--- src/lcd_pkg.sv ---
package lcd_pkg;

	////////////////////////////////////////
	// Raster timing, in dots and lines
	////////////////////////////////////////
	localparam int DOTS_PER_LINE = 456;
	localparam int LINES_PER_FRAME = 154;
	localparam int VISIBLE_LINES = 144;
	localparam int SCREEN_WIDTH = 160;
	// Mode 2 and mode 3 lengths
	localparam int OAM_DOTS = 80;
	localparam int TRANSFER_DOTS = 172;

	// Tiles fetched per line, one more than the screen for fine scroll
	localparam int TILE_COLUMNS = 21;
	// VRAM offsets of the two tile maps
	localparam logic [12:0] MAP_BASE_LOW = 13'h1800;
	localparam logic [12:0] MAP_BASE_HIGH = 13'h1C00;
	// Tile 0 for signed tile numbers
	localparam logic [12:0] TILE_BASE_SIGNED = 13'h1000;

	////////////////////////////////////////
	// CPU bus map
	////////////////////////////////////////
	localparam logic [15:0] ADDR_LCDC = 16'hFF40;
	localparam logic [15:0] ADDR_STAT = 16'hFF41;
	localparam logic [15:0] ADDR_SCY = 16'hFF42;
	localparam logic [15:0] ADDR_SCX = 16'hFF43;
	localparam logic [15:0] ADDR_LY = 16'hFF44;
	localparam logic [15:0] ADDR_LYC = 16'hFF45;
	localparam logic [15:0] ADDR_BGP = 16'hFF47;
	localparam logic [15:0] VRAM_BASE = 16'h8000;
	localparam logic [15:0] VRAM_END = 16'h9FFF;

	// STAT mode field encoding
	typedef enum logic [1:0] {
		MODE_HBLANK = 2'd0,
		MODE_VBLANK = 2'd1,
		MODE_OAM = 2'd2,
		MODE_TRANSFER = 2'd3
	} lcd_mode_t;

	// Background fetch and pixel output
	typedef enum logic [2:0] {
		RS_IDLE,
		RS_MAP,
		RS_TILE_LOW,
		RS_TILE_HIGH,
		RS_ROW_WRITE,
		RS_OUT_WAIT,
		RS_OUT_READ,
		RS_OUT_EMIT
	} render_state_t;

endpackage
--- src/lcd_ctrl_if.sv ---
`timescale 1ns/1ps

// Register settings fanned out from the register file
interface lcd_ctrl_if;
	// LCDC bit 7
	logic lcd_on;
	// LCDC bit 0
	logic bg_enable;
	// LCDC bit 4, unsigned tile data at 0x8000
	logic tile_data_sel;
	// LCDC bit 3, tile map at 0x9C00
	logic map_sel;
	logic [7:0] scx;
	logic [7:0] scy;
	logic [7:0] bgp;
	logic [7:0] lyc;
	// STAT bits 6 to 3: LYC, OAM, vblank, hblank
	logic [3:0] stat_irq_enable;

	modport source (
		output lcd_on, bg_enable, tile_data_sel, map_sel,
		output scx, scy, bgp, lyc, stat_irq_enable
	);

	modport sink (
		input lcd_on, bg_enable, tile_data_sel, map_sel,
		input scx, scy, bgp, lyc, stat_irq_enable
	);
endinterface

// Renderer to line buffer
interface line_buf_if;
	logic wr_en;
	// Screen column of wr_row[0], may be negative
	logic signed [8:0] wr_base;
	// Eight colour indices, element 0 leftmost
	logic [7:0][1:0] wr_row;
	logic [7:0] rd_index;
	// One clock after rd_index
	logic [1:0] rd_pixel;

	modport writer (
		output wr_en, wr_base, wr_row, rd_index,
		input rd_pixel
	);

	modport store (
		input wr_en, wr_base, wr_row, rd_index,
		output rd_pixel
	);
endinterface

--- src/bg_renderer.sv ---
`timescale 1ns/1ps

module bg_renderer
	import lcd_pkg::*;
(
	input logic clock,
	input logic reset,
	lcd_ctrl_if.sink ctrl,
	input lcd_mode_t mode,
	input logic [7:0] line_count,
	output logic [12:0] render_addr,
	input logic [7:0] render_data,
	line_buf_if.writer line_buf,
	output logic [7:0] pixel_x,
	output logic [1:0] pixel_data,
	output logic pixel_we
);

	render_state_t state;
	// Tile column within the fetch, 0 to 20
	logic [4:0] column;
	logic [7:0] out_index;
	logic [7:0] tile_num;
	logic [7:0] tile_low;
	// Background row for this line
	logic [7:0] tile_y;
	logic [4:0] map_col;
	logic [12:0] map_addr;
	logic [7:0] tile_num_src;
	logic [12:0] tile_base;
	logic fetching;

	////////////////////////////////////////
	// VRAM addressing
	////////////////////////////////////////
	assign tile_y = line_count + ctrl.scy;
	// Wraps around the 32 wide map
	assign map_col = ctrl.scx[7:3] + column;
	assign map_addr = (ctrl.map_sel ? MAP_BASE_HIGH : MAP_BASE_LOW) +
		{3'b000, tile_y[7:3], map_col};

	// Map byte arrives in RS_TILE_LOW, kept afterwards
	assign tile_num_src = (state == RS_TILE_LOW) ? render_data : tile_num;
	// 16 bytes per tile, signed numbers sit around 0x1000
	assign tile_base = ctrl.tile_data_sel ? {1'b0, tile_num_src, 4'b0000} :
		TILE_BASE_SIGNED + {tile_num_src[7], tile_num_src, 4'b0000};

	always_comb begin
		case (state)
			RS_TILE_LOW,
			RS_TILE_HIGH: begin
				// Two bytes per tile row, high plane second
				render_addr = tile_base + {9'd0, tile_y[2:0], state == RS_TILE_HIGH};
			end
			default: render_addr = map_addr;
		endcase
	end

	////////////////////////////////////////
	// Line buffer side
	////////////////////////////////////////
	assign line_buf.wr_en = (state == RS_ROW_WRITE);
	// Fine scroll shifts the row left, may go negative
	assign line_buf.wr_base = $signed({1'b0, column, 3'b000}) - $signed({6'd0, ctrl.scx[2:0]});
	assign line_buf.rd_index = out_index;

	// Bit 7 is the leftmost pixel
	always_comb begin
		for (int k = 0; k < 8; k++) begin
			line_buf.wr_row[k] = ctrl.bg_enable ? {render_data[7-k], tile_low[7-k]} : 2'b00;
		end
	end

	assign fetching = (state == RS_MAP) || (state == RS_TILE_LOW) ||
		(state == RS_TILE_HIGH) || (state == RS_ROW_WRITE);

	////////////////////////////////////////
	// FSM
	////////////////////////////////////////
	always_ff @(posedge clock) begin
		if (reset || !ctrl.lcd_on) begin
			state <= RS_IDLE;
			pixel_we <= 1'b0;
		end else begin
			pixel_we <= 1'b0;
			case (state)
				RS_IDLE: begin
					if (mode == MODE_TRANSFER) begin
						state <= RS_MAP;
					end
				end
				RS_MAP: state <= RS_TILE_LOW;
				RS_TILE_LOW: state <= RS_TILE_HIGH;
				RS_TILE_HIGH: state <= RS_ROW_WRITE;
				RS_ROW_WRITE: begin
					if (column == 5'(TILE_COLUMNS - 1)) begin
						state <= RS_OUT_WAIT;
					end else begin
						state <= RS_MAP;
					end
				end
				// Stream only in H-blank
				RS_OUT_WAIT: begin
					if (mode == MODE_HBLANK) begin
						state <= RS_OUT_READ;
					end
				end
				RS_OUT_READ: state <= RS_OUT_EMIT;
				RS_OUT_EMIT: begin
					pixel_we <= 1'b1;
					if (out_index == 8'(SCREEN_WIDTH - 1)) begin
						state <= RS_IDLE;
					end else begin
						state <= RS_OUT_READ;
					end
				end
				default: state <= RS_IDLE;
			endcase
			// Failsafe, mode 3 over before the fetch finished
			if (fetching && (mode != MODE_TRANSFER)) begin
				state <= RS_OUT_WAIT;
			end
		end
	end

	// Counters and fetched bytes
	always_ff @(posedge clock) begin
		case (state)
			RS_IDLE: column <= 5'd0;
			RS_TILE_LOW: tile_num <= render_data;
			RS_TILE_HIGH: tile_low <= render_data;
			RS_ROW_WRITE: column <= column + 5'd1;
			RS_OUT_WAIT: out_index <= 8'd0;
			RS_OUT_EMIT: begin
				pixel_x <= out_index;
				// BGP field picked by the colour index
				pixel_data <= ctrl.bgp[{line_buf.rd_pixel, 1'b0} +: 2];
				out_index <= out_index + 8'd1;
			end
			default: ;
		endcase
	end

	assert property (@(posedge clock) disable iff (reset)
		pixel_we |-> (pixel_x < 8'(SCREEN_WIDTH)))
		else $error("pixel strobe past the line end");

endmodule

--- src/flat_wrapper.sv ---
// flat-port wrapper written by rule: the top's interface ports become plain ports
module bg_renderer_flat import lcd_pkg::*;
  (clock, reset, mode, line_count, render_addr, render_data, pixel_x, pixel_data, pixel_we, ctrl_lcd_on, ctrl_bg_enable, ctrl_tile_data_sel, ctrl_map_sel, ctrl_scx, ctrl_scy, ctrl_bgp, ctrl_lyc, ctrl_stat_irq_enable, line_buf_wr_en, line_buf_wr_base, line_buf_wr_row, line_buf_rd_index, line_buf_rd_pixel);
  lcd_ctrl_if ctrl_i ();
  line_buf_if line_buf_i ();
  input logic clock;
  input logic reset;
  input lcd_mode_t mode;
  input logic [7:0] line_count;
  output logic [12:0] render_addr;
  input logic [7:0] render_data;
  output logic [7:0] pixel_x;
  output logic [1:0] pixel_data;
  output logic pixel_we;
  input wire logic [$bits(ctrl_i.lcd_on)-1:0] ctrl_lcd_on;
  input wire logic [$bits(ctrl_i.bg_enable)-1:0] ctrl_bg_enable;
  input wire logic [$bits(ctrl_i.tile_data_sel)-1:0] ctrl_tile_data_sel;
  input wire logic [$bits(ctrl_i.map_sel)-1:0] ctrl_map_sel;
  input wire logic [$bits(ctrl_i.scx)-1:0] ctrl_scx;
  input wire logic [$bits(ctrl_i.scy)-1:0] ctrl_scy;
  input wire logic [$bits(ctrl_i.bgp)-1:0] ctrl_bgp;
  input wire logic [$bits(ctrl_i.lyc)-1:0] ctrl_lyc;
  input wire logic [$bits(ctrl_i.stat_irq_enable)-1:0] ctrl_stat_irq_enable;
  output wire logic [$bits(line_buf_i.wr_en)-1:0] line_buf_wr_en;
  output wire logic [$bits(line_buf_i.wr_base)-1:0] line_buf_wr_base;
  output wire logic [$bits(line_buf_i.wr_row)-1:0] line_buf_wr_row;
  output wire logic [$bits(line_buf_i.rd_index)-1:0] line_buf_rd_index;
  input wire logic [$bits(line_buf_i.rd_pixel)-1:0] line_buf_rd_pixel;
  assign ctrl_i.lcd_on = ctrl_lcd_on;
  assign ctrl_i.bg_enable = ctrl_bg_enable;
  assign ctrl_i.tile_data_sel = ctrl_tile_data_sel;
  assign ctrl_i.map_sel = ctrl_map_sel;
  assign ctrl_i.scx = ctrl_scx;
  assign ctrl_i.scy = ctrl_scy;
  assign ctrl_i.bgp = ctrl_bgp;
  assign ctrl_i.lyc = ctrl_lyc;
  assign ctrl_i.stat_irq_enable = ctrl_stat_irq_enable;
  assign line_buf_wr_en = line_buf_i.wr_en;
  assign line_buf_wr_base = line_buf_i.wr_base;
  assign line_buf_wr_row = line_buf_i.wr_row;
  assign line_buf_rd_index = line_buf_i.rd_index;
  assign line_buf_i.rd_pixel = line_buf_rd_pixel;
  bg_renderer u_core (.clock(clock), .reset(reset), .ctrl(ctrl_i), .mode(mode), .line_count(line_count), .render_addr(render_addr), .render_data(render_data), .line_buf(line_buf_i), .pixel_x(pixel_x), .pixel_data(pixel_data), .pixel_we(pixel_we));
endmodule
--- config.mk ---
export PLATFORM = sky130hd
export DESIGN_NAME = bg_renderer_flat
export DESIGN_NICKNAME = d
export VERILOG_FILES = /design/src/lcd_pkg.sv /design/src/lcd_ctrl_if.sv /design/src/bg_renderer.sv /design/src/flat_wrapper.sv
export SDC_FILE = /design/constraint.sdc
export NUM_CORES = 1
export LEC_CHECK = 0
export ABC_AREA = 1
export BUFFER_PORTS_ARGS = -buffer_cell sky130_fd_sc_hd__buf_2
export CELL_PAD_IN_SITES_DETAIL_PLACEMENT = 1
export CELL_PAD_IN_SITES_GLOBAL_PLACEMENT = 1
export CORE_MARGIN = 2
export CORE_UTILIZATION = 35
export CTS_BUF_LIST = sky130_fd_sc_hd__clkbuf_8
export DETAILED_ROUTE_END_ITERATION = 10
export GPL_TIMING_DRIVEN = 0
export PLACE_DENSITY = 0.84
export SLEW_MARGIN = 20
export SYNTH_ARGS = -nofsm -noshare
export SYNTH_HDL_FRONTEND = slang
export SYNTH_SLANG_ARGS = --single-unit
--- constraint.sdc ---
create_clock -name clock -period 3.1 [get_ports clock]
set_input_delay 0.155 -clock clock [delete_from_list [all_inputs] [get_ports clock]]
set_output_delay 0.155 -clock clock [all_outputs]
set_load 0.01 [all_outputs]
Yosys cells after proc, flatten, opt, wreduce, memory -nomap -nowiden
Cells that the tools add are included.

word-level totals
  bits of input ports = 62
  register bits = 43
  logic and storage cells = 68
  output and inout bits = 58

cells by class
  shift-type cells = 1
  mux-type cells = 21
  add/sub/neg operators = 8
  reduce and logical (&&, ||, !) cells = 14
  equal/unequal tests = 15

operators by type and width
  operator                  number
  $mux W13                  2
  $pmux W3 S8               1
  $mux W2                   8
  $pmux W8 S2               1
  $mux W3                   5
  $add A13 B10 Y13          1
  $add A13 B13 Y13 const A  1
  $add A13 B4 Y13           1
  $eq A3 B3 Y1 const B      4
  $mux W11                  1
  $pmux W5 S2               1
  $sub A8 B3 Y9             1
  $add A8 B1 Y8 const B     1
  $add A8 B8 Y8             1
  $eq A8 B8 Y1 const B      1
  $mux W8                   1
  $shiftx A8 B4 Y2          1
  $eq A3 B2 Y1 const B      2
  $ne A3 B1 Y1 const B      2
  $add A5 B1 Y5 const B     1
  $add A5 B5 Y5             1
  $eq A5 B5 Y1 const B      1
  $logic_or A1 B1 Y1        4
  $ne A2 B1 Y1 const B      2
  other kinds (11)          14

Logic depth before layout (Yosys ltp)
Gate-level depths: netlist (run 1).

  depth in word-level cells = 7
  depth in mapped cells = 10
  depth with buffers taken out = 10

Least setup slack after synthesis (run 1)
Ideal clock, no wire load.

  kind = reg-to-output
  from = register u_core.column[0]
  to = output port render_addr[4]
  cell stages (with the launch flop) = 10
  arrival = 1479 ps
  setup slack = 1466 ps
  data required time = 2945 ps
  buffers on the path = 0
  path through = edfxtp_1 > ha_1 > inv_1 > fa_1 > inv_1 > nand2_1 > a21boi_0 > o21bai_1 > nand3_1 > nand2_1

on the way
  longest elaborated chain between the ends = 3

RTL lines
  item                    RTL line            source
  start, declared         bg_renderer.sv:21   logic [4:0] column;
  start signal, assigned  bg_renderer.sv:132  RS_ROW_WRITE: column <= column + 5'd1;
  $add A5 B5 Y5           bg_renderer.sv:38   assign map_col = ctrl.scx[7:3] + column;
  $add A13 B10 Y13        bg_renderer.sv:39   assign map_addr = (ctrl.map_sel ? MAP_BASE_HIGH : MAP_BASE_LOW) +
  $mux W13                bg_renderer.sv:49   case (state)
  end, declared           flat_wrapper.sv:10  output logic [12:0] render_addr;

No other way between the ends.

Worst setup path in the final report (run 1)
Same ends and word-level chain as after synthesis.

==> reports/results.ini, run 1 <==
[cells_and_area]
nets = 535
multi_input_area_mm2 = 0.00131
seqCellArea_mm2 = 0.00117
nFillCells = 1005
drive_above_1_share = 0.289
syn2layout_area_growth_pct = 27.3
antenna_cells = 0

[synthesis]
yosys-top-cells-area = edfxtp_1 34%, nand2_1 12%, dfxtp_1 8.7%
yosys_warnings = 0
syn_area_mm2 = 0.00275
async_reset_ff_frac = 0
yosys.area.top_type = edfxtp_1
post-synth-top-count-cell = nand2_1
seq_area_frac_synth = 0.426
syn_area_per_cell_um2 = 8.04
synth_seq_cells = 43
synthTopCellsByCount = 89 x nand2_1, 60 x inv_1, 31 x edfxtp_1
synthDistinctLibCells = 33
synth_top_area_frac = 0.338
synth_edf_count = 31
ys.flop_type = edfxtp_1
syn-num-nets = 422
synthCells = 342

[grt]
grt_pass1_vias = 2648
grt_remaining_overflow = 0
antenna_found_initial = 0
grt_start_max_net_pins = 16
grt_pass1_wl_um = 11700
grt_util_all_layers = 0.169

[die]
chipHeight_um = 92.6
core-area_mm2 = 0.00769
num_rows = 32
initial_core_util = 0.358
ios = 120
die-area_mm2 = 0.00858
die_x_um = 92.6

[critical_path]
critPathRequiredTime_ps = 2940
crit_start = u_core.column[0]
worstSetupEndpointType = primary output
critPathArrivalTime_ps = 2130
path_class = reg2out
reg2reg_from = u_core.state[2]
startpoint_type = flip-flop
worstPathMaxFanout = 6

[timing]
rsz0062_at_grt = no
fin_crit_sh = 0.737
setup-violations-final = 0
skew_ps = 7.01
setup_tns_ps = 0
report.final.hold_viol_count = 0
max_slew_margin = 0.498
fmax_mhz = 437
period_minus_slack_ps = 2290
worst_pin_slew_ps = 751
slew_violations = 0

[power]
ir_drop_uv = 150
p_total_w = 0.00128
p_leak_nw = 1.82
p_per_area_mw_per_mm2 = 367

[drt]
drt_iter0_drc = 64
drt-wirelength-per-cell_um = 12.9
via_per_inst = 4.77
finalWirelength_um = 7190
ant_nets = 0
dr.pass1.iters = 5
vias = 2660
drcViolationCount = 0

[cts]
cts_buffers = 5
cts_hold_buf = 0
cts_tree = built
cts_root_buffer = clkbuf_8
clock_path_buffers = 2
cts_setup_buffers = 0
clock_latency_ps = 300
cts.sinks = 43
clk_pin_slew_worst_paths_ps = 90
h-tree-depth = 2
cts-resized-gates = 0

[job]
drv_cap = 0

[place]
globalplace.congestion = 0.806
dp_hpwl_um = 5870
port_buffers = 106

[hold_path]
hold_class = in2reg
worstHoldStart = reset

[outcome]
status = completed

==> power by group <==
part | total [W] | switching, W | internal (W)
registers | 0.000636 | 0.00000888 | 0.000627
logic | 0.000277 | 0.000156 | 0.000120
clock network | 0.000371 | 0.000210 | 0.000161
==> routing by layer <==
layer / routed length, um / global-route usage / share of wire
met5: 0 / 0 / 0
met4: 113 / 0.0564 / 0.016
met3: 412 / 0.0391 / 0.057
met2: 3630 / 0.296 / 0.50
met1: 3040 / 0.205 / 0.42
==> cells in the final DEF, fill, tap and decap left out, types with 3 or more instances in the layout <==
| cell type | instances |
|---|---|
| a21oi_1 | 13 |
| buf_2 | 107 |
| clkbuf_8 | 5 |
| dfxtp_1 | 12 |
| edfxtp_1 | 31 |
| ha_1 | 16 |
| inv_1 | 60 |
| inv_2 | 3 |
| nand2_1 | 89 |
| nand3_1 | 21 |
| nand4_1 | 9 |
| nor2_1 | 29 |
| o211ai_2 | 3 |
| o21a_1 | 3 |
| o21ai_0 | 13 |
| o22ai_1 | 3 |
| or2_4 | 3 |
| xnor2_1 | 4 |
| xor2_1 | 6 |
==> cell type report <==
cell class / count / area share
buffer: 5 / 0.00786
clock buffer: 5 / 0.0197
clock inverter: 3 / 0.00679
inverter: 64 / 0.0700
multi-input combinational: 230 / 0.373
sequential: 43 / 0.335
tap: 102 / 0.0365
timing repair buffer: 106 / 0.152
==> flip-flops by register name, indices dropped and copies added, names as in the netlist <==
signal / cells
u_core.pixel_data: 2
u_core.tile_num: 8
u_core.tile_low: 8
u_core.line_buf.rd_index: 8
u_core.pixel_we: 1
u_core.state: 3
u_core.column: 5
u_core.pixel_x: 8
==> per-stage QoR <==
step	worst slack, ps	cell area (um^2)	cells	hold WS, ps	util
3_3_place_gp	1190	3410	550	335	0.443
3_5_place_dp	1130	3410	550	342	0.443
4_1_cts	791	3500	558	17.4	0.455
6_report	814	3500	558	20.1	0.455
2_1_floorplan	1470	2750	342	234	-
5_1_grt	611	3500	558	5.51	0.455
==> logic make-up after synthesis <==
| group | synth area share |
|---|---|
| simple gates | 0.263 |
| buf+inv | 0.0992 |
| flops | 0.426 |
| compound gates | 0.0924 |
| fa+ha+maj | 0.0874 |
| xor+xnor | 0.0318 |
==> critical path, cell delays in order, from the launching register on <==
cell and delay (ps):
edfxtp_1 490, ha_1 220, inv_1 50, fa_1 360
inv_1 80, nand2_1 90, a21boi_0 190, o21bai_1 90
nand3_1 70, nand2_1 50, buf_2 140
==> path summary, 6_finish.rpt <==
kind	slack, ps	cells after the start	end
min	20	2	u_core.pixel_we
max reg2reg	1490	4	u_core.line_buf.rd_index[6]
max	810	10	render_addr[4]
min reg2reg	470	2	u_core.tile_num[3]
(Power assumes the default switching activity.)
==> inputs of run 2 (changes only) <==
--- a/config.mk
+++ b/config.mk
@@ -10,11 +10,11 @@
 export CELL_PAD_IN_SITES_DETAIL_PLACEMENT = 1
 export CELL_PAD_IN_SITES_GLOBAL_PLACEMENT = 1
 export CORE_MARGIN = 2
-export CORE_UTILIZATION = 35
+export CORE_UTILIZATION = 31
 export CTS_BUF_LIST = sky130_fd_sc_hd__clkbuf_8
 export DETAILED_ROUTE_END_ITERATION = 10
 export GPL_TIMING_DRIVEN = 0
-export PLACE_DENSITY = 0.84
+export PLACE_DENSITY = 0.79
 export SLEW_MARGIN = 20
 export SYNTH_ARGS = -nofsm -noshare
 export SYNTH_HDL_FRONTEND = slang
==> constraint.sdc (replaced) <==
create_clock -name clock -period 2 [get_ports clock]
set_input_delay 0.1 -clock clock [delete_from_list [all_inputs] [get_ports clock]]
set_output_delay 0.1 -clock clock [all_outputs]
set_load 0.01 [all_outputs]
==> reports/results.ini, run 2 (synthesis results as in run 1) <==
[cells_and_area]
final_cell_mix = 107 x buf_2, 88 x nand2_1, 56 x inv_1
nets = 538  ; +0.56%
drive_above_1_share = 0.314  ; +0.0243
antenna_cells = 0  ; unchanged
finalInstanceArea_mm2 = 0.00357  ; +2.1%
final_common_cell = buf_2
nFillCells = 1100  ; +9.5%
syn2layout_area_growth_pct = 30.0

[critical_path]
path_class = reg2out
worstPathMaxFanout = 3  ; -3
crit_path_end = render_addr[4]
critPathSlowestCell = edfxtp_1
crit_chain = ha_2 > inv_2 > fa_2 > inv_2 > nand2_2 > a21boi_1 > o21bai_1 > nand3_1 > nand2_1 > buf_2
critPathArrivalTime_ps = 1900  ; -230 ps
worstSetupEndpointType = primary output
startpoint_type = flip-flop
cpPeakStageDelay_ps = 400  ; -90 ps
r2r_setup_slack_ps = 390  ; -1100 ps
worst_path_most_repeated_cell = inv_2
r2r-end = u_core.line_buf.rd_index[2]
worstRegToRegCells = 4  ; unchanged
critPathRequiredTime_ps = 1900  ; -1040 ps
crit_start = u_core.column[0]
reg2reg_from = u_core.state[2]

[place]
port_buffers = 106  ; unchanged
dp_hpwl_um = 5930  ; +0.86%
placed_area_mm2 = 0.00342  ; +0.22%
globalplace.congestion = 0.775  ; -3.9%

[grt]
grt_remaining_overflow = 0  ; unchanged
grt_pass1_wl_um = 12100  ; +3.9%
grt_pass1_vias = 2711  ; +2.4%
grt_start_max_net_pins = 15  ; -1
antenna_found_initial = 0  ; unchanged
grt_util_all_layers = 0.152  ; -0.0176

[hold_path]
hold_class = in2reg
worstHoldStart = render_data[7]

[power]
p_per_area_mw_per_mm2 = 556  ; +52%
p_total_w = 0.00199  ; +55%
p_int_w = 0.00141  ; +55%
pwr-share-seq = 0.495  ; about the same
power_frac_comb = 0.224  ; +0.008
p_leak_nw = 1.84  ; +0.91%
clockPowerShare = 0.281  ; -0.008
swShare = 0.290  ; -0.00242
ir_drop_uv = 267  ; +78%
p_switching_w = 0.000576  ; +54%

[cts]
cts.sinks = 43  ; unchanged
clock_latency_ps = 300  ; about the same
h-tree-depth = 2  ; unchanged
clock_path_buffers = 2  ; unchanged
cts_buffers = 5  ; unchanged
clk_pin_slew_worst_paths_ps = 90  ; about the same
cts_root_buffer = clkbuf_8
cts_tree = built

[drt]
drcViolationCount = 0  ; unchanged
drt-wirelength-per-cell_um = 12.7  ; -1.5%
ant_nets = 0  ; unchanged
dr.pass1.iters = 4  ; -1
finalWirelength_um = 7190  ; about the same
vias = 2623  ; -1.4%
via_per_inst = 4.63  ; -3.0%
drt_iter0_drc = 93  ; +45%

[job]
drv_cap = 0  ; unchanged

[die]
initial_core_util = 0.317  ; -0.0409
die_x_um = 98.2  ; +6.0%
chipHeight_um = 98.2  ; +6.0%
ios = 120  ; unchanged
die-area_mm2 = 0.00964  ; +12%
num_rows = 34  ; +6.3%
core-area_mm2 = 0.00868  ; +13%

[timing]
skew_ps = 6.71  ; -0.302 ps
rsz0062_at_grt = yes
holdWs_ps = 15.2  ; -4.95 ps
max_slew_margin = 0.503  ; +0.00581
slew_violations = 0  ; unchanged
fmax_mhz = 501
report.final.hold_viol_count = 0  ; unchanged
period_minus_slack_ps = 2000
fin_crit_sh = 0.998
worst_pin_slew_ps = 742  ; -8.69 ps
setup-violations-final = 0  ; unchanged

[outcome]
status = completed

[run 2: cell types whose count changed in the layout (fill, tap and decap cells not counted), sizes merged]
cell	before	now
inv	65	64
dlygate4sd3	0	1
buf	109	111
clkinv	0	1
[run 2: worst min path at each step]
stage                    endpoint  cells after the start
2_1_floorplan     u_core.pixel_we                      1
3_3_place_gp      u_core.pixel_we                      2
3_5_place_dp      u_core.pixel_we                      2
4_1_cts        u_core.tile_low[3]                      1
5_1_grt        u_core.tile_low[3]                      1
6_report       u_core.tile_low[7]                      1
[run 2: power by group through the flow]
stage | Combinational [W] | Clock [W] | Sequential (W)
after floorplan | 0.000259 | 0 | 0.00100
after global placement | 0.000419 | 0 | 0.00100
after detailed placement | 0.000433 | 0 | 0.00101
after CTS | 0.000441 | 0.000569 | 0.000984
after global routing | 0.000508 | 0.000605 | 0.000988
final | 0.000445 | 0.000559 | 0.000984
[run 2: critical path: cells and delay by family (launching register included)]
kind / cells / cell delay (ps)
buffers and inverters: 3 / 260
flip-flops: 1 / 400
AND/OR/NAND/NOR: 3 / 200
adder cells (fa/ha/maj): 2 / 520
AO/OA/AOI/OAI: 2 / 220
[run 2: through the flow]
step           worst slack (ps)  cells  utilization  TNS [ps]
2_1_floorplan               421    342            -         0
3_3_place_gp                147    556        0.394         0
3_5_place_dp               97.0    556        0.394         0
4_1_cts                   -61.9    566        0.406     -61.9
5_1_grt                    -141    567        0.412      -152
6_report                   3.63    567        0.412         0
[run 2: layer usage]
layer	track usage	wire length (um)	up-vias
li1	-	-	1344
met1	0.186	3300	1206
met2	0.281	3500	66
met3	0.0215	321	7
met4	0.0348	68	0
met5	0	0	-
[run 2: cell type report]
class	count	area [um^2]	area share
clock buffers	5	68.8	0.0193
clock inverters	3	20.0	0.00560
multi-input cells	230	1340	0.376
inverters	64	250	0.0700
flip-flops and latches	43	1170	0.328
plain buffers	5	27.5	0.00770
repair buffers	109	559	0.156
well taps	108	135	0.0378
[run 2: what timing repair did]
item | 4_1_cts | 5_1_grt
hold buffers | 1 | 0
pin swaps | 0 | 3
gates resized for setup | 2 | 14
setup endpoints to repair | 2 | 5
cloned | 0 | 0
endpoints found under the hold margin | 1 | 0
setup buffers | 1 | 1
==> inputs of run 3 (changes only) <==
--- a/config.mk
+++ b/config.mk
@@ -10,11 +10,10 @@
 export CELL_PAD_IN_SITES_DETAIL_PLACEMENT = 1
 export CELL_PAD_IN_SITES_GLOBAL_PLACEMENT = 1
 export CORE_MARGIN = 2
-export CORE_UTILIZATION = 31
+export CORE_UTILIZATION = 37
 export CTS_BUF_LIST = sky130_fd_sc_hd__clkbuf_8
 export DETAILED_ROUTE_END_ITERATION = 10
-export GPL_TIMING_DRIVEN = 0
-export PLACE_DENSITY = 0.79
+export PLACE_DENSITY = 0.88
 export SLEW_MARGIN = 20
 export SYNTH_ARGS = -nofsm -noshare
 export SYNTH_HDL_FRONTEND = slang
==> constraint.sdc (replaced) <==
create_clock -name clock -period 2.3 [get_ports clock]
set_input_delay 0.115 -clock clock [delete_from_list [all_inputs] [get_ports clock]]
set_output_delay 0.115 -clock clock [all_outputs]
set_load 0.01 [all_outputs]
==> reports/results.ini, run 3 (synthesis results as in run 1) <==
[die]
ios = 120  ; unchanged
core-area_mm2 = 0.00721  ; -17%
chipHeight_um = 90.2  ; -8.1%
num_rows = 31  ; -8.8%
die_x_um = 90.2  ; -8.1%
initial_core_util = 0.381  ; +0.0643
die-area_mm2 = 0.00814  ; -16%

[timing]
setup_tns_ps = 0  ; unchanged
fin_crit_sh = 0.919
period_minus_slack_ps = 2110
report.final.hold_viol_count = 0  ; unchanged
rsz0062_at_grt = no
max_slew_margin = 0.723  ; +0.219
slew_violations = 0  ; unchanged
setup-violations-final = 0  ; unchanged
holdWs_ps = 31.6  ; +16.4 ps
fmax_mhz = 473
skew_ps = 12.5  ; +5.80 ps
worst_pin_slew_ps = 415  ; -327 ps

[critical_path]
cpPeakStageDelay_ps = 410  ; about the same
path_class = reg2out
crit_chain = ha_1 > inv_1 > fa_1 > inv_1 > nand2_1 > a21boi_0 > o21bai_1 > nand3_1 > nand2_1 > buf_2
critPathArrivalTime_ps = 2000  ; +100 ps
worstPathMaxFanout = 4  ; +1
r2r_setup_slack_ps = 610  ; +220 ps
r2r-end = u_core.line_buf.rd_index[6]
critPathSlowestCell = edfxtp_1
worstSetupEndpointType = primary output
reg2reg_from = u_core.state[0]
critPathRequiredTime_ps = 2180  ; +280 ps
startpoint_type = flip-flop
worstRegToRegCells = 4  ; unchanged

[grt]
grt_start_max_net_pins = 19  ; +4
grt_pass1_vias = 2721  ; +0.37%
antenna_found_initial = 0  ; unchanged
grt_util_all_layers = 0.184  ; +0.0326
grt_remaining_overflow = 0  ; unchanged
grt_pass1_wl_um = 12400  ; +2.0%

[drt]
wl_met3_um = 347  ; +8.1%
drt-wirelength-per-cell_um = 13.2  ; +4.0%
dr.pass1.iters = 4  ; unchanged
routed-wl-met2_um = 3810  ; +8.9%
via_per_inst = 4.80  ; +3.8%
finalWirelength_um = 7320  ; +1.8%
dr.max_layer_used = met4
drt_iter0_drc = 80  ; -14%
ant_nets = 0  ; unchanged
drcViolationCount = 0  ; unchanged
wl_met1_um = 3090  ; -6.6%
vias = 2666  ; +1.6%

[cts]
cts-resized-gates = 0  ; -2
clock_latency_ps = 300  ; about the same
cts_tree = built
cts.sinks = 43  ; unchanged
h-tree-depth = 2  ; unchanged
clock_path_buffers = 2  ; unchanged
cts_root_buffer = clkbuf_8
clk_pin_slew_worst_paths_ps = 90  ; about the same
cts_buffers = 5  ; unchanged

[power]
ir_drop_uv = 197  ; -26%
p_leak_nw = 1.85  ; +0.38%
p_total_w = 0.00182  ; -8.6%
p_per_area_mw_per_mm2 = 515  ; -7.4%

[cells_and_area]
drive_above_1_share = 0.292  ; -0.0221
final_util = 0.489  ; +0.0770
syn2layout_area_growth_pct = 28.3
final_cell_mix = 107 x buf_2, 89 x nand2_1, 60 x inv_1
nFillCells = 945  ; -14%
antenna_cells = 0  ; unchanged
nets = 535  ; -0.56%
final_common_cell = buf_2

[hold_path]
worstHoldStart = render_data[3]
worstHoldPathCells = 1  ; unchanged
hold_class = in2reg
min_to = u_core.tile_low[3]

[place]
dp_hpwl_um = 6120  ; +3.3%
globalplace.congestion = 0.818  ; +5.5%
port_buffers = 107  ; +0.94%

[job]
drv_cap = 0  ; unchanged

[outcome]
status = completed

[run 3: changes by cell type in the layout (fill, tap and decap cells not counted), moves of 2 or more]
| cell | change |
|---|---|
| ha_4 | -2 |
| clkbuf_1 | -2 |
| inv_2 | -3 |
| clkinvlp_4 | -2 |
| ha_1 | +3 |
| inv_1 | +4 |
[run 3: worst max-delay path by stage]
stage / slack [ps] / depth (start not counted) / to / start
after global routing: 50 / 9 / render_addr[4] / u_core.column[1]
after detailed placement: 400 / 10 / render_addr[4] / u_core.column[0]
after global placement: 500 / 10 / render_addr[4] / u_core.column[0]
after floorplan: 710 / 9 / render_addr[4] / u_core.column[0]
after CTS: 70 / 10 / render_addr[4] / u_core.column[0]
final: 190 / 10 / render_addr[4] / u_core.column[0]
[run 3: worst max-delay path: cells and delay by family, from the launching register on]
family	cells	cell delay, ps
adders and majority gates	2	550
buffers and inverters	3	290
and+or+nand+nor	3	200
DFF	1	410
AOI/OAI and AO/OA	2	240
[run 3: per-stage QoR]
step                      instances  worst slack (ps)  area [um^2]
after floorplan                 342               706         2750
after global placement          544               496         3390
after detailed placement        544               400         3390
after CTS                       553              65.1         3510
after global routing            555              48.9         3530
final                           555               187         3530
[run 3: cell type report]
class                   instances  area (um^2)  area share
multi-input cells             230         1310       0.370
flip-flops and latches         43         1170       0.332
repair buffers                111          568       0.161
inverters                      64          245      0.0695
well taps                      99          124      0.0351
clock buffers                   5         68.8      0.0195
clock inverters                 3         43.8      0.0124
[run 3: power breakdown]
group | internal [W] | total [W] | switching [W]
Sequential | 0.000845 | 0.000858 | 0.0000137
Clock | 0.000323 | 0.000586 | 0.000263
Combinational | 0.000164 | 0.000373 | 0.000210
[run 3: what timing repair did]
action                     in CTS  in global routing
hold endpoints to repair        1                  0
setup endpoints to repair       0                  1
hold buffers                    1                  0
buffers inserted                0                  2
[run 3: routing by layer]
metal  GRT usage  vias to the layer above
li1            -                     1328
met1       0.213                     1255
met2       0.352                       77
met3      0.0268                        6
met4      0.0500                        0
met5           0                        -
